===== src/design/alu_common.sv =====
package alu_common;

  // ==============================
  // Operation codes
  // ==============================

  typedef enum logic [2:0] {
    ALU_ADD,
    ALU_SUB,
    ALU_AND,
    ALU_OR,
    ALU_XOR,
    ALU_NOT,
    ALU_NOP0,
    ALU_NOP1
  } alu_op_t;

  // ==============================
  // Slice geometry
  // ==============================

  localparam int SLICE_WIDTH = 4;      // Nibble width of one slice.
  localparam int SLICE_OUT_WIDTH = 8;

  // Bit positions inside the byte that a slice returns.
  localparam int OUT_RESULT_LSB = 0;
  localparam int OUT_RESULT_MSB = SLICE_WIDTH - 1;
  localparam int OUT_PROP = 4;
  localparam int OUT_GEN = 5;
  localparam int OUT_ZERO = 6;
  localparam int OUT_SPARE = 7;        // Always reads as 0.

  // True for the two operations that use the carry chain.
  function automatic logic is_arith(alu_op_t op);
    return (op == ALU_ADD) || (op == ALU_SUB);
  endfunction

endpackage


===== src/design/status_common.sv =====
package status_common;

  // ==============================
  // Status register
  // ==============================

  // For SUB the carry field holds the borrow out of the top slice.
  typedef struct packed {
    logic carry;
    logic zero;
    logic negative;
    logic overflow;
  } status_t;

  localparam status_t STATUS_RESET = '{
    carry:    1'b0,
    zero:     1'b0,
    negative: 1'b0,
    overflow: 1'b0
  };

endpackage


===== src/design/alu_datapath.sv =====
module alu_datapath import alu_common::*, status_common::*; #(
  parameter int n_slices = 4
) (
  input  alu_op_t                            op,
  input  logic [n_slices*SLICE_WIDTH-1:0]    a,
  input  logic [n_slices*SLICE_WIDTH-1:0]    b,
  input  logic                               carry_in,
  output logic [n_slices*SLICE_WIDTH-1:0]    result_next,
  output status_t                            status_next
);

  localparam int word_width = n_slices * SLICE_WIDTH;
  localparam int msb = word_width - 1;

  logic [n_slices-1:0] prop;
  logic [n_slices-1:0] gen;
  logic [n_slices-1:0] slice_zero;
  logic [n_slices-1:0] slice_c_in;
  logic                carry_out;

  // ==============================
  // Slices and carry chain
  // ==============================

  for (genvar i = 0; i < n_slices; i++) begin : g_slice
    logic [SLICE_OUT_WIDTH-1:0] slice_out;

    alu_slice u_slice (
      .A    (a[i*SLICE_WIDTH +: SLICE_WIDTH]),
      .B    (b[i*SLICE_WIDTH +: SLICE_WIDTH]),
      .OP   (op),
      .C_IN (slice_c_in[i]),
      .OUT  (slice_out)
    );

    assign result_next[i*SLICE_WIDTH +: SLICE_WIDTH] =
      slice_out[OUT_RESULT_MSB:OUT_RESULT_LSB];
    assign prop[i] = slice_out[OUT_PROP];
    assign gen[i] = slice_out[OUT_GEN];
    assign slice_zero[i] = slice_out[OUT_ZERO];
  end

  carry_lookahead #(
    .n_slices (n_slices)
  ) u_lookahead (
    .prop       (prop),
    .gen        (gen),
    .subtract   (op == ALU_SUB),
    .carry_in   (carry_in),
    .slice_c_in (slice_c_in),
    .carry_out  (carry_out)
  );

  // ==============================
  // Flags
  // ==============================

  always_comb begin
    status_next = STATUS_RESET;
    status_next.zero = &slice_zero;
    status_next.negative = result_next[msb];
    case (op)
      ALU_ADD: begin
        status_next.carry = carry_out;
        status_next.overflow = (a[msb] == b[msb]) && (result_next[msb] != a[msb]);
      end
      ALU_SUB: begin
        status_next.carry = carry_out;  // Already the borrow out.
        status_next.overflow = (a[msb] != b[msb]) && (result_next[msb] != a[msb]);
      end
      default: ;  // Logic ops and NOPs leave carry and overflow clear.
    endcase
  end

endmodule


===== src/design/alu_sequencer.sv =====
module alu_sequencer import alu_common::*, status_common::*; #(
  parameter int n_slices = 4
) (
  input  logic                            clk,
  input  logic                            reset,
  input  logic                            req,
  input  alu_op_t                         op,
  input  logic [n_slices*SLICE_WIDTH-1:0] a,
  input  logic [n_slices*SLICE_WIDTH-1:0] b,
  input  logic                            use_carry,
  output logic                            ack,
  output logic [n_slices*SLICE_WIDTH-1:0] result,
  output status_t                         status,
  output alu_op_t                         dp_op,
  output logic [n_slices*SLICE_WIDTH-1:0] dp_a,
  output logic [n_slices*SLICE_WIDTH-1:0] dp_b,
  output logic                            dp_carry_in,
  input  logic [n_slices*SLICE_WIDTH-1:0] result_next,
  input  status_t                         status_next
);

  localparam int word_width = n_slices * SLICE_WIDTH;

  typedef enum logic [1:0] {
    IDLE,
    EXECUTE,
    DONE
  } state_t;

  state_t state;
  logic   start;

  assign start = (state == IDLE) && req;

  // ==============================
  // Handshake FSM
  // ==============================

  always_ff @(posedge clk) begin
    if (reset) begin
      state <= IDLE;
      ack <= 1'b0;
      result <= {word_width{1'b0}};
      status <= STATUS_RESET;
    end else begin
      case (state)
        IDLE: begin
          if (req) begin
            state <= EXECUTE;
          end
        end
        EXECUTE: begin
          result <= result_next;  // Datapath has had a full cycle to settle.
          status <= status_next;
          ack <= 1'b1;
          state <= DONE;
        end
        DONE: begin
          // Result and status hold for as long as req stays high.
          if (!req) begin
            ack <= 1'b0;
            state <= IDLE;
          end
        end
        default: state <= IDLE;
      endcase
    end
  end

  // Operands are captured once per request.
  always_ff @(posedge clk) begin
    if (start) begin
      dp_op <= op;
      dp_a <= a;
      dp_b <= b;
      dp_carry_in <= use_carry && is_arith(op) && status.carry;
    end
  end

endmodule


===== src/design/alu_slice.sv =====
module alu_slice import alu_common::*; (
  input  logic [SLICE_WIDTH-1:0]     A,
  input  logic [SLICE_WIDTH-1:0]     B,
  input  alu_op_t                    OP,
  input  logic                       C_IN,
  output logic [SLICE_OUT_WIDTH-1:0] OUT
);

  logic [SLICE_WIDTH-1:0] out_low;
  logic [SLICE_WIDTH-1:0] b_eff;
  logic [SLICE_WIDTH:0]   raw_sum;  // Sum without C_IN. Its extra top bit is gen.
  logic                   prop;
  logic                   gen;

  // SUB runs the carry chain on A + ~B, so prop and gen come from the same adder.
  assign b_eff = (OP == ALU_SUB) ? ~B : B;
  assign raw_sum = {1'b0, A} + {1'b0, b_eff};

  always_comb begin
    prop = 1'b0;
    gen = 1'b0;
    out_low = '0;
    case (OP)
      ALU_ADD: begin
        out_low = A + B + {{(SLICE_WIDTH-1){1'b0}}, C_IN};  // C_IN is a carry.
        prop = &raw_sum[SLICE_WIDTH-1:0];
        gen = raw_sum[SLICE_WIDTH];
      end
      ALU_SUB: begin
        out_low = A - B - {{(SLICE_WIDTH-1){1'b0}}, C_IN};  // C_IN is a borrow.
        prop = &raw_sum[SLICE_WIDTH-1:0];
        gen = raw_sum[SLICE_WIDTH];
      end
      ALU_AND:  out_low = A & B;
      ALU_OR:   out_low = A | B;
      ALU_XOR:  out_low = A ^ B;
      ALU_NOT:  out_low = ~A;
      ALU_NOP0: out_low = '0;
      ALU_NOP1: out_low = '0;
      default:  out_low = '0;
    endcase
  end

  always_comb begin
    OUT = '0;
    OUT[OUT_RESULT_MSB:OUT_RESULT_LSB] = out_low;
    OUT[OUT_PROP] = prop;
    OUT[OUT_GEN] = gen;
    OUT[OUT_ZERO] = (out_low == '0);
    OUT[OUT_SPARE] = 1'b0;
  end

endmodule


===== src/design/alu_top.sv =====
module alu_top import alu_common::*, status_common::*; #(
  parameter int n_slices = 4
) (
  input  logic                            clk,
  input  logic                            reset,
  input  logic                            req,
  input  alu_op_t                         op,
  input  logic [n_slices*SLICE_WIDTH-1:0] a,
  input  logic [n_slices*SLICE_WIDTH-1:0] b,
  input  logic                            use_carry,
  output logic                            ack,
  output logic [n_slices*SLICE_WIDTH-1:0] result,
  output status_t                         status
);

  localparam int word_width = n_slices * SLICE_WIDTH;

  alu_op_t               dp_op;
  logic [word_width-1:0] dp_a;
  logic [word_width-1:0] dp_b;
  logic                  dp_carry_in;
  logic [word_width-1:0] result_next;
  status_t               status_next;

  alu_sequencer #(
    .n_slices (n_slices)
  ) u_sequencer (
    .clk         (clk),
    .reset       (reset),
    .req         (req),
    .op          (op),
    .a           (a),
    .b           (b),
    .use_carry   (use_carry),
    .ack         (ack),
    .result      (result),
    .status      (status),
    .dp_op       (dp_op),
    .dp_a        (dp_a),
    .dp_b        (dp_b),
    .dp_carry_in (dp_carry_in),
    .result_next (result_next),
    .status_next (status_next)
  );

  alu_datapath #(
    .n_slices (n_slices)
  ) u_datapath (
    .op          (dp_op),
    .a           (dp_a),
    .b           (dp_b),
    .carry_in    (dp_carry_in),
    .result_next (result_next),
    .status_next (status_next)
  );

endmodule


===== src/design/carry_lookahead.sv =====
module carry_lookahead #(
  parameter int n_slices = 4
) (
  input  logic [n_slices-1:0] prop,
  input  logic [n_slices-1:0] gen,
  input  logic                subtract,
  input  logic                carry_in,
  output logic [n_slices-1:0] slice_c_in,
  output logic                carry_out
);

  logic                carry_0;
  logic [n_slices:0]   carry;   // carry[i] is the carry into slice i.

  // A borrow in is the inverse of a carry in.
  assign carry_0 = subtract ? ~carry_in : carry_in;

  // Each carry is a flat sum of products over the slices below it, so no
  // slice waits on the one beneath it.
  always_comb begin : p_lookahead
    logic chain;
    logic acc;
    carry[0] = carry_0;
    for (int i = 1; i <= n_slices; i++) begin
      chain = 1'b1;
      acc = 1'b0;
      for (int j = i - 1; j >= 0; j--) begin
        acc = acc | (chain & gen[j]);
        chain = chain & prop[j];
      end
      carry[i] = acc | (chain & carry_0);
    end
  end

  // Back to borrow polarity for SUB.
  assign slice_c_in = subtract ? ~carry[n_slices-1:0] : carry[n_slices-1:0];
  assign carry_out = subtract ? ~carry[n_slices] : carry[n_slices];

endmodule


===== config.mk =====
export PLATFORM = sky130hd
export DESIGN_NAME = alu_top
export DESIGN_NICKNAME = d
export VERILOG_FILES = /design/src/design/alu_common.sv /design/src/design/status_common.sv /design/src/design/alu_datapath.sv /design/src/design/alu_sequencer.sv /design/src/design/alu_slice.sv /design/src/design/alu_top.sv /design/src/design/carry_lookahead.sv
export SDC_FILE = /design/constraint.sdc
export NUM_CORES = 1
export LEC_CHECK = 0
export BUFFER_PORTS_ARGS = -buffer_cell sky130_fd_sc_hd__buf_2
export CELL_PAD_IN_SITES_DETAIL_PLACEMENT = 1
export CELL_PAD_IN_SITES_GLOBAL_PLACEMENT = 2
export CORE_MARGIN = 3
export CORE_UTILIZATION = 37
export DETAILED_ROUTE_END_ITERATION = 10
export GPL_TIMING_DRIVEN = 0
export PLACE_DENSITY_LB_ADDON = 0.1
export REMOVE_ABC_BUFFERS = 1
export SYNTH_ARGS = -nofsm -noshare
export SYNTH_HDL_FRONTEND = slang
export SYNTH_SLANG_ARGS = --single-unit

===== constraint.sdc =====
create_clock -name clk -period 7 [get_ports clk]
set_input_delay 1.4 -clock clk [delete_from_list [all_inputs] [get_ports clk]]
set_output_delay 1.4 -clock clk [all_outputs]
set_load 0.1 [all_outputs]

==> impl_metrics.py, run 1 <==
metrics = {
    "clocking": {
        "clockBufferDepth": 2,
        "htree_levels": 3,
        "cts.sinks": 58,
        "cts_tree": "yes",
        "clkTransAtPathRegs_ns": 0.05,
        "ctsHoldBuffers": 0,
        "numCtsBuffers": 9,
        "insertion_delay_ns": 0.34,
        "root_buffer": "clkbuf_16",
    },
    "logic_synthesis": {
        "synth.mux.area_fraction": 0.01438,
        "synth_cells": 552,
        "ys_warn_count": 0,
        "synth-seq-cells": 58,
        "synthTopCellsByArea": "edfxtp_1, ha_1, dfxtp_1, fa_1, xnor2_1",
        "synth_compound_area_frac": 0.1615,
        "synthArstFlopShare": 0,
        "ys_seq_area_frac": 0.2963,
        "synth_top_family_by_area": "adder cells",
        "synthSimpleGateAreaFrac": 0.1564,
        "synthXorXnorAreaFrac": 0.06993,
        "ys.flop_type": "edfxtp_1",
        "synth_cell_types": 69,
        "syn_avg_cell_area_um2": 9.302,
        "synth_edf_count": 36,
        "synth_area_um2": 5135,
        "synth_top_area_cell": "edfxtp_1",
        "synthAdderAreaFrac": 0.2339,
        "yosys.area.top_type_share": 0.2105,
    },
    "grt": {
        "met2_usage": 0.3538,
        "overflow": 0,
        "grt_use_met3": 0.03179,
        "grt_max_degree": 30,
        "grt_pass1_vias": 4381,
        "grt.busiest_layer": "met2",
        "grt_pass1_wl_mm": 23.87,
        "track_usage": 0.2068,
        "grt.met1_usage": 0.2697,
        "antenna_found_initial": 0,
    },
    "placement": {
        "dp_hpwl_mm": 11.24,
        "place.gp.congestion": 0.8580,
        "place_ws_ns": -0.1115,
        "portBuffers": 59,
        "placed_area_um2": 5610,
    },
    "floorplanning": {
        "die_x_um": 123.8,
        "core-area_um2": 13400,
        "ios": 60,
        "die_area_um2": 15330,
        "num_rows": 42,
        "dieHeight_um": 123.8,
        "start_util": 0.3832,
    },
    "power_and_ir_drop": {
        "irDropWorstVdd_mv": 0.1120,
        "seqPwrFrac": 0.336,
        "switching_power_uw": 436.9,
        "p_leak_nw": 2.548,
        "p_int_uw": 807.9,
        "clkPwrFrac": 0.342,
        "p_per_area_nw_per_um2": 209.5,
        "switching_share": 0.3510,
        "pwr-share-comb": 0.322,
    },
    "sta": {
        "relSlewSlack": 0.1310,
        "finalMaxSlewViolations": 0,
        "clock_skew_ns": 0.005876,
        "max_freq_ghz": 0.1549,
        "max_slew.worst_pin.slew_ns": 1.301,
        "grt_setup_unrepaired": "no",
        "hold_viol": 0,
        "finalCritPeriodShare": 0.9226,
        "setup_viol": 0,
        "finalWorstSetupSlack_ns": 0.5421,
        "fin_crit_ns": 6.458,
    },
    "detailed_routing": {
        "drtPass1Iterations": 4,
        "via_count": 4215,
        "wl_mm": 15.17,
        "ant_nets": 0,
        "drc": 0,
        "vias_per_cell": 5.349,
        "first_iter_violations": 230,
        "wl_per_cell_um": 19.26,
    },
    "setup_path": {
        "rr_worst_depth": 20,
        "path_max_fanout": 15,
        "crit_start": "u_sequencer.dp_op[2]",
        "rrSetupSlack_ns": 0.54,
        "cp-endpoint": "u_sequencer.status[2]",
        "r2r-start": "u_sequencer.dp_op[2]",
        "worst_setup_path_end_kind": "flop",
        "cp.required_ns": 7.26,
        "r2r_end": "u_sequencer.status[2]",
        "critPathKind": "reg2reg",
        "cp.arrival_ns": 6.71,
        "cp-start-kind": "flop",
    },
    "cells_and_area": {
        "syn2layout_area_growth_pct": 15.69,
        "drive_above_1_share": 0.1520,
        "final_net_count": 730,
        "n_antenna_cell": 0,
        "fin_area_um2": 5941,
        "utilization": 0.4433,
    },
    "run": {
        "cap_violations": 0,
    },
    "min_path": {
        "min_path_type": "reg2reg",
    },
    "run_status": {
        "outcome": "complete, no violations",
    },
}
cell usage in the layout, fill, tap and decap left out, types with 10 or more instances in the layout:
master    Yosys  final
ha_1         64     64
xnor2_1      30     30
edfxtp_1     36     36
a21oi_1      29     29
nor2_1       36     35
xor2_1       11     11
inv_1        60     60
buf_2        10     59
dfxtp_1      22     22
nand2_1      40     40
nor2b_1      14     14
nand2b_1     10     10
o21ai_0      25     25
fa_1         20     20
area by class of cell:
| cell class | instances | area, um2 |
|---|---|---|
| sequential | 58 | 1521 |
| inverter | 61 | 229.0 |
| multi-input combinational | 411 | 3292 |
| clock inverter | 2 | 10.01 |
| clock buffer | 14 | 274.0 |
| fill | 1576 | 7460 |
| timing repair buffer | 66 | 394.1 |
| tap | 176 | 220.2 |
how the worst min path moves through the flow:
stage	cells after the start	start	slack (ns)	endpoint
2_1_floorplan	1	u_sequencer.state[1]	0.47	u_sequencer.ack
3_3_place_gp	2	u_sequencer.result[12]	0.44	u_sequencer.result[12]
3_5_place_dp	2	u_sequencer.result[9]	0.45	u_sequencer.result[9]
4_1_cts	2	u_sequencer.result[5]	0.45	u_sequencer.result[5]
5_1_grt	2	u_sequencer.result[9]	0.49	u_sequencer.result[9]
6_report	2	u_sequencer.result[5]	0.45	u_sequencer.result[5]
logic make-up (layout without fill, tap and decap cells):
| family | after synthesis | after routing |
|---|---|---|
| mux | 6 | 6 |
| simple gates | 155 | 156 |
| compound gates | 124 | 124 |
| fa+ha+maj | 84 | 84 |
| buf+inv | 84 | 143 |
| xor+xnor | 41 | 41 |
| flops | 58 | 58 |
layer usage:
metal,share of wire,routed length (um)
met1,0.46,6986
met3,0.037,563
met2,0.49,7406
met4,0.014,216
met5,0,0
what timing repair did:
action	4_1_cts	5_1_grt
gates resized for setup	0	1
setup endpoints to repair	1	1
hold endpoints to repair	0	0
gates cloned	1	0
pin swaps	1	0
setup buffers	0	3
cell usage after synthesis, drive strengths merged, types with 8 or more instances:
| library cell | instances |
|---|---|
| a21oi | 29 |
| buf | 15 |
| clkbuf | 8 |
| dfxtp | 22 |
| edfxtp | 36 |
| fa | 20 |
| ha | 64 |
| inv | 61 |
| nand2 | 40 |
| nand2b | 10 |
| nand3 | 9 |
| nor2 | 37 |
| nor2b | 14 |
| nor3 | 8 |
| nor3b | 8 |
| o21ai | 26 |
| xnor2 | 30 |
| xor2 | 11 |
critical path, cell delays in order (launching register included):
cell and delay (ns):
edfxtp_1 0.71, or2_2 0.59, nor2_4 0.47, xnor2_1 0.18, ha_1 0.19, inv_1 0.06
fa_1 0.43, a311o_1 0.30, and3_1 0.23, a21oi_1 0.30, nand2_1 0.16, xnor2_1 0.17
fa_1 0.56, inv_1 0.05, ha_1 0.17, o21a_1 0.18, or3_1 0.34, a31oi_1 0.35
o211ai_1 0.22, or4b_1 0.52, o31ai_2 0.17
metrics by stage:
step	TNS, ns	hold slack, ns	power, mW	std cells
after floorplan	0	0.4694	0.7035	529
after global placement	-18.25	0.4439	0.8036	764
after detailed placement	-0.1115	0.4479	0.8199	768
after CTS	0	0.4538	1.257	785
after global routing	0	0.4861	1.320	788
final	0	0.4491	1.245	788
power groups by stage:
stage | sequential [mW] | clock, mW | combinational (mW)
floorplan | 0.469 | 0 | 0.234
global placement | 0.431 | 0 | 0.372
detailed placement | 0.428 | 0 | 0.392
CTS | 0.421 | 0.440 | 0.396
global route | 0.422 | 0.452 | 0.446
finish | 0.418 | 0.426 | 0.401
flip-flops by register name, summed over array words and instances, names as in the netlist:
signal                   cells
u_sequencer.status           4
u_sequencer.result          15
u_sequencer.dp_op            3
u_sequencer.dp_a            16
u_sequencer.ack              1
u_sequencer.dp_carry_in      1
u_sequencer.dp_b            16
u_sequencer.state            2
Note: power is estimated with default switching activity, not from simulation.
==> inputs of run 2 (changes only) <==
CORE_ASPECT_RATIO = 0.8   (was unset)
==> run 2 against run 1 <==
Wire length rose by 4.6%; combinational power grew 1%; clock skew grew 0.0048 ns; worst hold slack better by 0.011 ns; first-iteration DRC count shrank 14%; design area up 0.21%; non-clock buffer count up 1; die area is essentially flat; critical path depth increased by 1; cell count unchanged; via count is essentially flat; register-to-register slack about the same.
==> impl_metrics.py, run 2 (synthesis gave the netlist of run 1 again) <==
metrics = {
    "setup_path": {
        "cp.arrival_ns": 6.72,
        "path_max_fanout": 15,
        "worst_setup_path_end_kind": "flop",
        "cp-start-kind": "flop",
        "critPathKind": "reg2reg",
        "cp.required_ns": 7.27,
    },
    "sta": {
        "max_freq_ghz": 0.1550,
        "finalCritPeriodShare": 0.9216,
        "whs_ns": 0.4601,
        "hold_viol": 0,
        "clock_skew_ns": 0.01065,
        "max_slew.worst_pin.slew_ns": 1.306,
        "setup_viol": 0,
        "finalWorstSetupSlack_ns": 0.5485,
        "grt_setup_unrepaired": "no",
        "finalMaxSlewViolations": 0,
        "fin_crit_ns": 6.452,
        "relSlewSlack": 0.1274,
    },
    "detailed_routing": {
        "wl_per_cell_um": 20.14,
        "via_count": 4213,
        "wl_mm": 15.87,
        "drtPass1Iterations": 4,
        "vias_per_cell": 5.346,
        "ant_nets": 0,
        "drc": 0,
        "first_iter_violations": 198,
    },
    "placement": {
        "portBuffers": 59,
        "placed_area_um2": 5633,
        "place_ws_ns": 0.07213,
        "dp_hpwl_mm": 11.68,
        "place.gp.congestion": 0.8525,
    },
    "min_path": {
        "min_path_type": "reg2reg",
    },
    "power_and_ir_drop": {
        "p_per_area_nw_per_um2": 210.1,
        "p_leak_nw": 2.557,
        "switching_share": 0.3679,
        "irDropWorstVdd_mv": 0.1294,
        "seqPwrFrac": 0.334,
        "pwr-share-comb": 0.325,
        "p_int_uw": 790.7,
        "clkPwrFrac": 0.341,
        "switching_power_uw": 460.2,
    },
    "cells_and_area": {
        "n_antenna_cell": 0,
        "final_net_count": 731,
        "final_cell_mix": "ha_1, inv_1, buf_2, nand2_1, edfxtp_1",
        "top_regs": "u_sequencer.dp_a x16, u_sequencer.dp_b x16, u_sequencer.result x15",
        "drive_above_1_share": 0.1550,
        "fin_area_um2": 5953,
        "layout_commonest_cell": "ha_1",
        "syn2layout_area_growth_pct": 15.94,
    },
    "floorplanning": {
        "die_area_um2": 15340,
        "start_util": 0.3892,
        "die_x_um": 137.7,
        "ios": 60,
        "core-area_um2": 13190,
        "num_rows": 37,
        "dieHeight_um": 111.4,
    },
    "grt": {
        "antenna_found_initial": 0,
        "grt_pass1_wl_mm": 24.47,
        "track_usage": 0.2092,
        "grt_pass1_vias": 4411,
        "overflow": 0,
        "grt_max_degree": 29,
    },
    "clocking": {
        "clockBufferDepth": 2,
        "ctsHoldBuffers": 0,
        "cts.sinks": 58,
        "insertion_delay_ns": 0.35,
        "clkTransAtPathRegs_ns": 0.06,
        "cts_tree": "yes",
        "root_buffer": "clkbuf_16",
        "numCtsBuffers": 9,
        "htree_levels": 3,
    },
    "run": {
        "cap_violations": 0,
    },
    "run_status": {
        "outcome": "complete, no violations",
    },
}
run 2: worst paths after layout:
kind,startpoint,endpoint,slack [ns],depth (start not counted)
setup reg to reg,u_sequencer.dp_op[2],u_sequencer.status[2],0.55,21
setup / recovery,u_sequencer.dp_op[2],u_sequencer.status[2],0.55,21
hold / removal,u_sequencer.result[12],u_sequencer.result[12],0.46,2
hold reg to reg,u_sequencer.result[12],u_sequencer.result[12],0.46,2
run 2: area by class of cell:
class                           instances  area (um2)
Fill cell                            1548        7241
Multi-Input combinational cell        411        3286
Sequential cell                        58        1521
Timing Repair Buffer                   67       420.4
Clock buffer                           10       239.0
Inverter                               61       229.0
Tap cell                              175       219.0
Clock inverter                          6       38.79
run 2: power groups by stage:
stage | sequential (mW) | clock, mW | combinational (mW)
floorplan | 0.469 | 0 | 0.234
global placement | 0.433 | 0 | 0.373
detailed placement | 0.429 | 0 | 0.396
CTS | 0.422 | 0.444 | 0.399
global route | 0.423 | 0.454 | 0.451
finish | 0.418 | 0.426 | 0.406
run 2: stage by stage:
step / TNS [ns] / instances / util / total power, mW
after floorplan: 0 / 529 / - / 0.7035
after global placement: -16.49 / 763 / 0.4193 / 0.8057
after detailed placement: 0 / 768 / 0.4269 / 0.8244
after CTS: 0 / 784 / 0.4480 / 1.265
after global routing: 0 / 788 / 0.4512 / 1.328
final: 0 / 788 / 0.4512 / 1.251
run 2: critical path: stages, from the launching register on:
cell	delay, ns
edfxtp_1	0.72
or2_2	0.59
nor2_4	0.47
xnor2_1	0.18
ha_1	0.20
inv_1	0.06
fa_1	0.43
nor3b_1	0.27
a311o_1	0.15
and3_1	0.25
o211ai_1	0.18
nand2_1	0.16
xnor2_1	0.09
fa_1	0.56
inv_1	0.05
ha_1	0.17
o21a_1	0.19
or3_1	0.34
a31oi_1	0.39
o211ai_1	0.22
or4b_1	0.52
o31ai_2	0.17
run 2: routing by layer:
layer	up-vias	routed length [um]	GRT usage
met3	26	800	0.04652
met5	-	0	0
met2	99	6994	0.3202
met1	2049	7721	0.2909
met4	0	354	0.07307
li1	2039	-	-
run 2: timing repair:
item | CTS | global route
setup endpoints to repair | 0 | 2
gates resized for setup | 0 | 0
setup buffers | 0 | 3
hold endpoints to repair | 0 | 0
==> inputs of run 3 (changes only) <==
GPL_ROUTABILITY_DRIVEN = 0   (was unset)
PLACE_DENSITY = 0.86   (was unset)
PLACE_DENSITY_LB_ADDON = unset   (was 0.1)
==> run 3 against run 2 <==
Non-clock buffer count is 3 lower; clock skew shrank 0.0049 ns; sequential power is essentially flat; first-iteration DRC count grew 23%; die area unchanged; cell count is 0.38% lower; highest routed layer unchanged.
==> impl_metrics.py, run 3 (synthesis gave the netlist of run 1 again) <==
metrics = {
    "cells_and_area": {
        "layout.cells.non_filler": 785,
        "final_net_count": 728,
        "top_regs": "u_sequencer.dp_a x16, u_sequencer.dp_b x16, u_sequencer.result x15",
        "layout_commonest_cell": "ha_1",
        "drive_above_1_share": 0.1508,
        "syn2layout_area_growth_pct": 15.13,
        "n_antenna_cell": 0,
        "final_cell_mix": "ha_1, inv_1, buf_2, nand2_1, edfxtp_1",
        "fin_area_um2": 5912,
    },
    "setup_path": {
        "path_cells": "or2_2 -> nor2_4 -> xnor2_1 -> ha_1 -> inv_1 -> fa_1 -> xnor2_1 -> nand4b_1 -> nor4_1 -> o211ai_1 -> nand2_1 -> xnor2_1 -> fa_1 -> inv_1 -> ha_1 -> o21a_1 -> or3_1 -> a31oi_1 -> o211ai_1 -> or4b_1 -> o31ai_2",
        "crit_buf_inv": 2,
        "r2r-start": "u_sequencer.dp_op[2]",
        "rrSetupSlack_ns": 0.32,
        "crit_top_cell": "xnor2_1",
        "r2r_end": "u_sequencer.status[2]",
        "critPathKind": "reg2reg",
        "rr_worst_depth": 21,
        "worst_setup_path_end_kind": "flop",
        "path_max_fanout": 27,
        "cp.arrival_ns": 6.95,
        "cp_num_cells": 21,
        "max_stage_delay_ns": 0.82,
        "cp.required_ns": 7.27,
        "crit_family": "simple AND/OR/NAND/NOR gates",
        "cp-start-kind": "flop",
        "critPathSlowestCell": "edfxtp_1",
    },
    "detailed_routing": {
        "routed-wl-met3_um": 873,
        "top_layer": "met4",
        "ant_nets": 0,
        "drtPass1Iterations": 4,
        "wirelength_met1_mm": 7.014,
        "vias_per_cell": 5.414,
        "via_count": 4250,
        "wl_mm": 14.99,
        "first_iter_violations": 243,
        "wl_met2_mm": 6.786,
        "drc": 0,
        "wl_per_cell_um": 19.10,
    },
    "grt": {
        "track_usage": 0.2024,
        "grt_pass1_wl_mm": 24.10,
        "grt_max_degree": 29,
        "antenna_found_initial": 0,
        "overflow": 0,
        "grt_pass1_vias": 4585,
    },
    "floorplanning": {
        "die_x_um": 137.7,
        "core-area_um2": 13190,
        "dieHeight_um": 111.4,
        "num_rows": 37,
        "die_area_um2": 15340,
        "start_util": 0.3892,
        "ios": 60,
    },
    "sta": {
        "finalMaxSlewViolations": 0,
        "setup_viol": 0,
        "grt_setup_unrepaired": "no",
        "fin_crit_ns": 6.681,
        "finalWorstSetupSlack_ns": 0.3189,
        "clock_skew_ns": 0.005706,
        "hold_viol": 0,
        "max_freq_ghz": 0.1497,
        "finalCritPeriodShare": 0.9544,
        "max_slew.worst_pin.slew_ns": 1.275,
        "relSlewSlack": 0.1479,
        "fin_tns_setup_ns": 0,
    },
    "power_and_ir_drop": {
        "p_leak_nw": 2.541,
        "p_per_area_nw_per_um2": 210.0,
        "irDropWorstVdd_mv": 0.1370,
        "power_mw": 1.241,
    },
    "clocking": {
        "insertion_delay_ns": 0.35,
        "ctsHoldBuffers": 0,
        "cts_tree": "yes",
        "cts_setup_buffers": 0,
        "cts-resized-gates": 0,
        "clockBufferDepth": 2,
        "numCtsBuffers": 9,
        "htree_levels": 3,
        "root_buffer": "clkbuf_16",
        "cts.sinks": 58,
        "clkTransAtPathRegs_ns": 0.06,
    },
    "placement": {
        "dp_hpwl_mm": 11.42,
        "placed_area_um2": 5629,
        "portBuffers": 59,
        "place_ws_ns": 0.1072,
        "numPlacedInstances": 768,
    },
    "min_path": {
        "whs_endpoint": "u_sequencer.result[12]",
        "hold_path_depth": 2,
        "min_path_type": "reg2reg",
        "min_from": "u_sequencer.result[12]",
    },
    "run": {
        "cap_violations": 0,
    },
    "run_status": {
        "outcome": "complete, no violations",
    },
}
## run 3: worst max path at each step
stage,startpoint,to,slack [ns]
final,u_sequencer.dp_op[2],u_sequencer.status[2],0.32
after global placement,u_sequencer.dp_op[0],u_sequencer.status[2],-1.76
after CTS,u_sequencer.dp_op[2],u_sequencer.status[2],0.09
after detailed placement,u_sequencer.dp_op[2],u_sequencer.status[2],0.11
after floorplan,u_sequencer.dp_op[0],u_sequencer.status[2],0.28
after global routing,u_sequencer.dp_op[2],u_sequencer.status[2],0.02
## run 3: worst min-delay path: cells and delay by family, from the launching register on
| family | cells | cell delay (ns) |
|---|---|---|
| flip-flops | 1 | 0.30 |
| AND/OR/NAND/NOR | 1 | 0.05 |
| AO/OA/AOI/OAI | 1 | 0.05 |
## run 3: final cells by class
type | count | area (um2)
clock inverters | 6 | 37.54
well taps | 175 | 219.0
multi-input cells | 411 | 3286
fillers | 1537 | 7282
clock buffers | 10 | 239.0
flip-flops and latches | 58 | 1521
inverters | 61 | 229.0
repair buffers | 64 | 380.4
## run 3: power by group
part	switching, mW	internal, mW
Clock	0.172	0.249
Sequential	0.0301	0.389
Combinational	0.250	0.151
## run 3: layer usage
metal / up-vias / global-route usage
li1: 2031 / -
met1: 2094 / 0.2783
met2: 96 / 0.3150
met3: 29 / 0.04517
met4: 0 / 0.06781
met5: - / 0
## run 3: metrics by stage
step / util / hold WS [ns]
after floorplan: - / 0.4694
after global placement: 0.4193 / 0.4422
after detailed placement: 0.4266 / 0.4521
after CTS: 0.4476 / 0.4594
after global routing: 0.4481 / 0.4792
final: 0.4481 / 0.4563
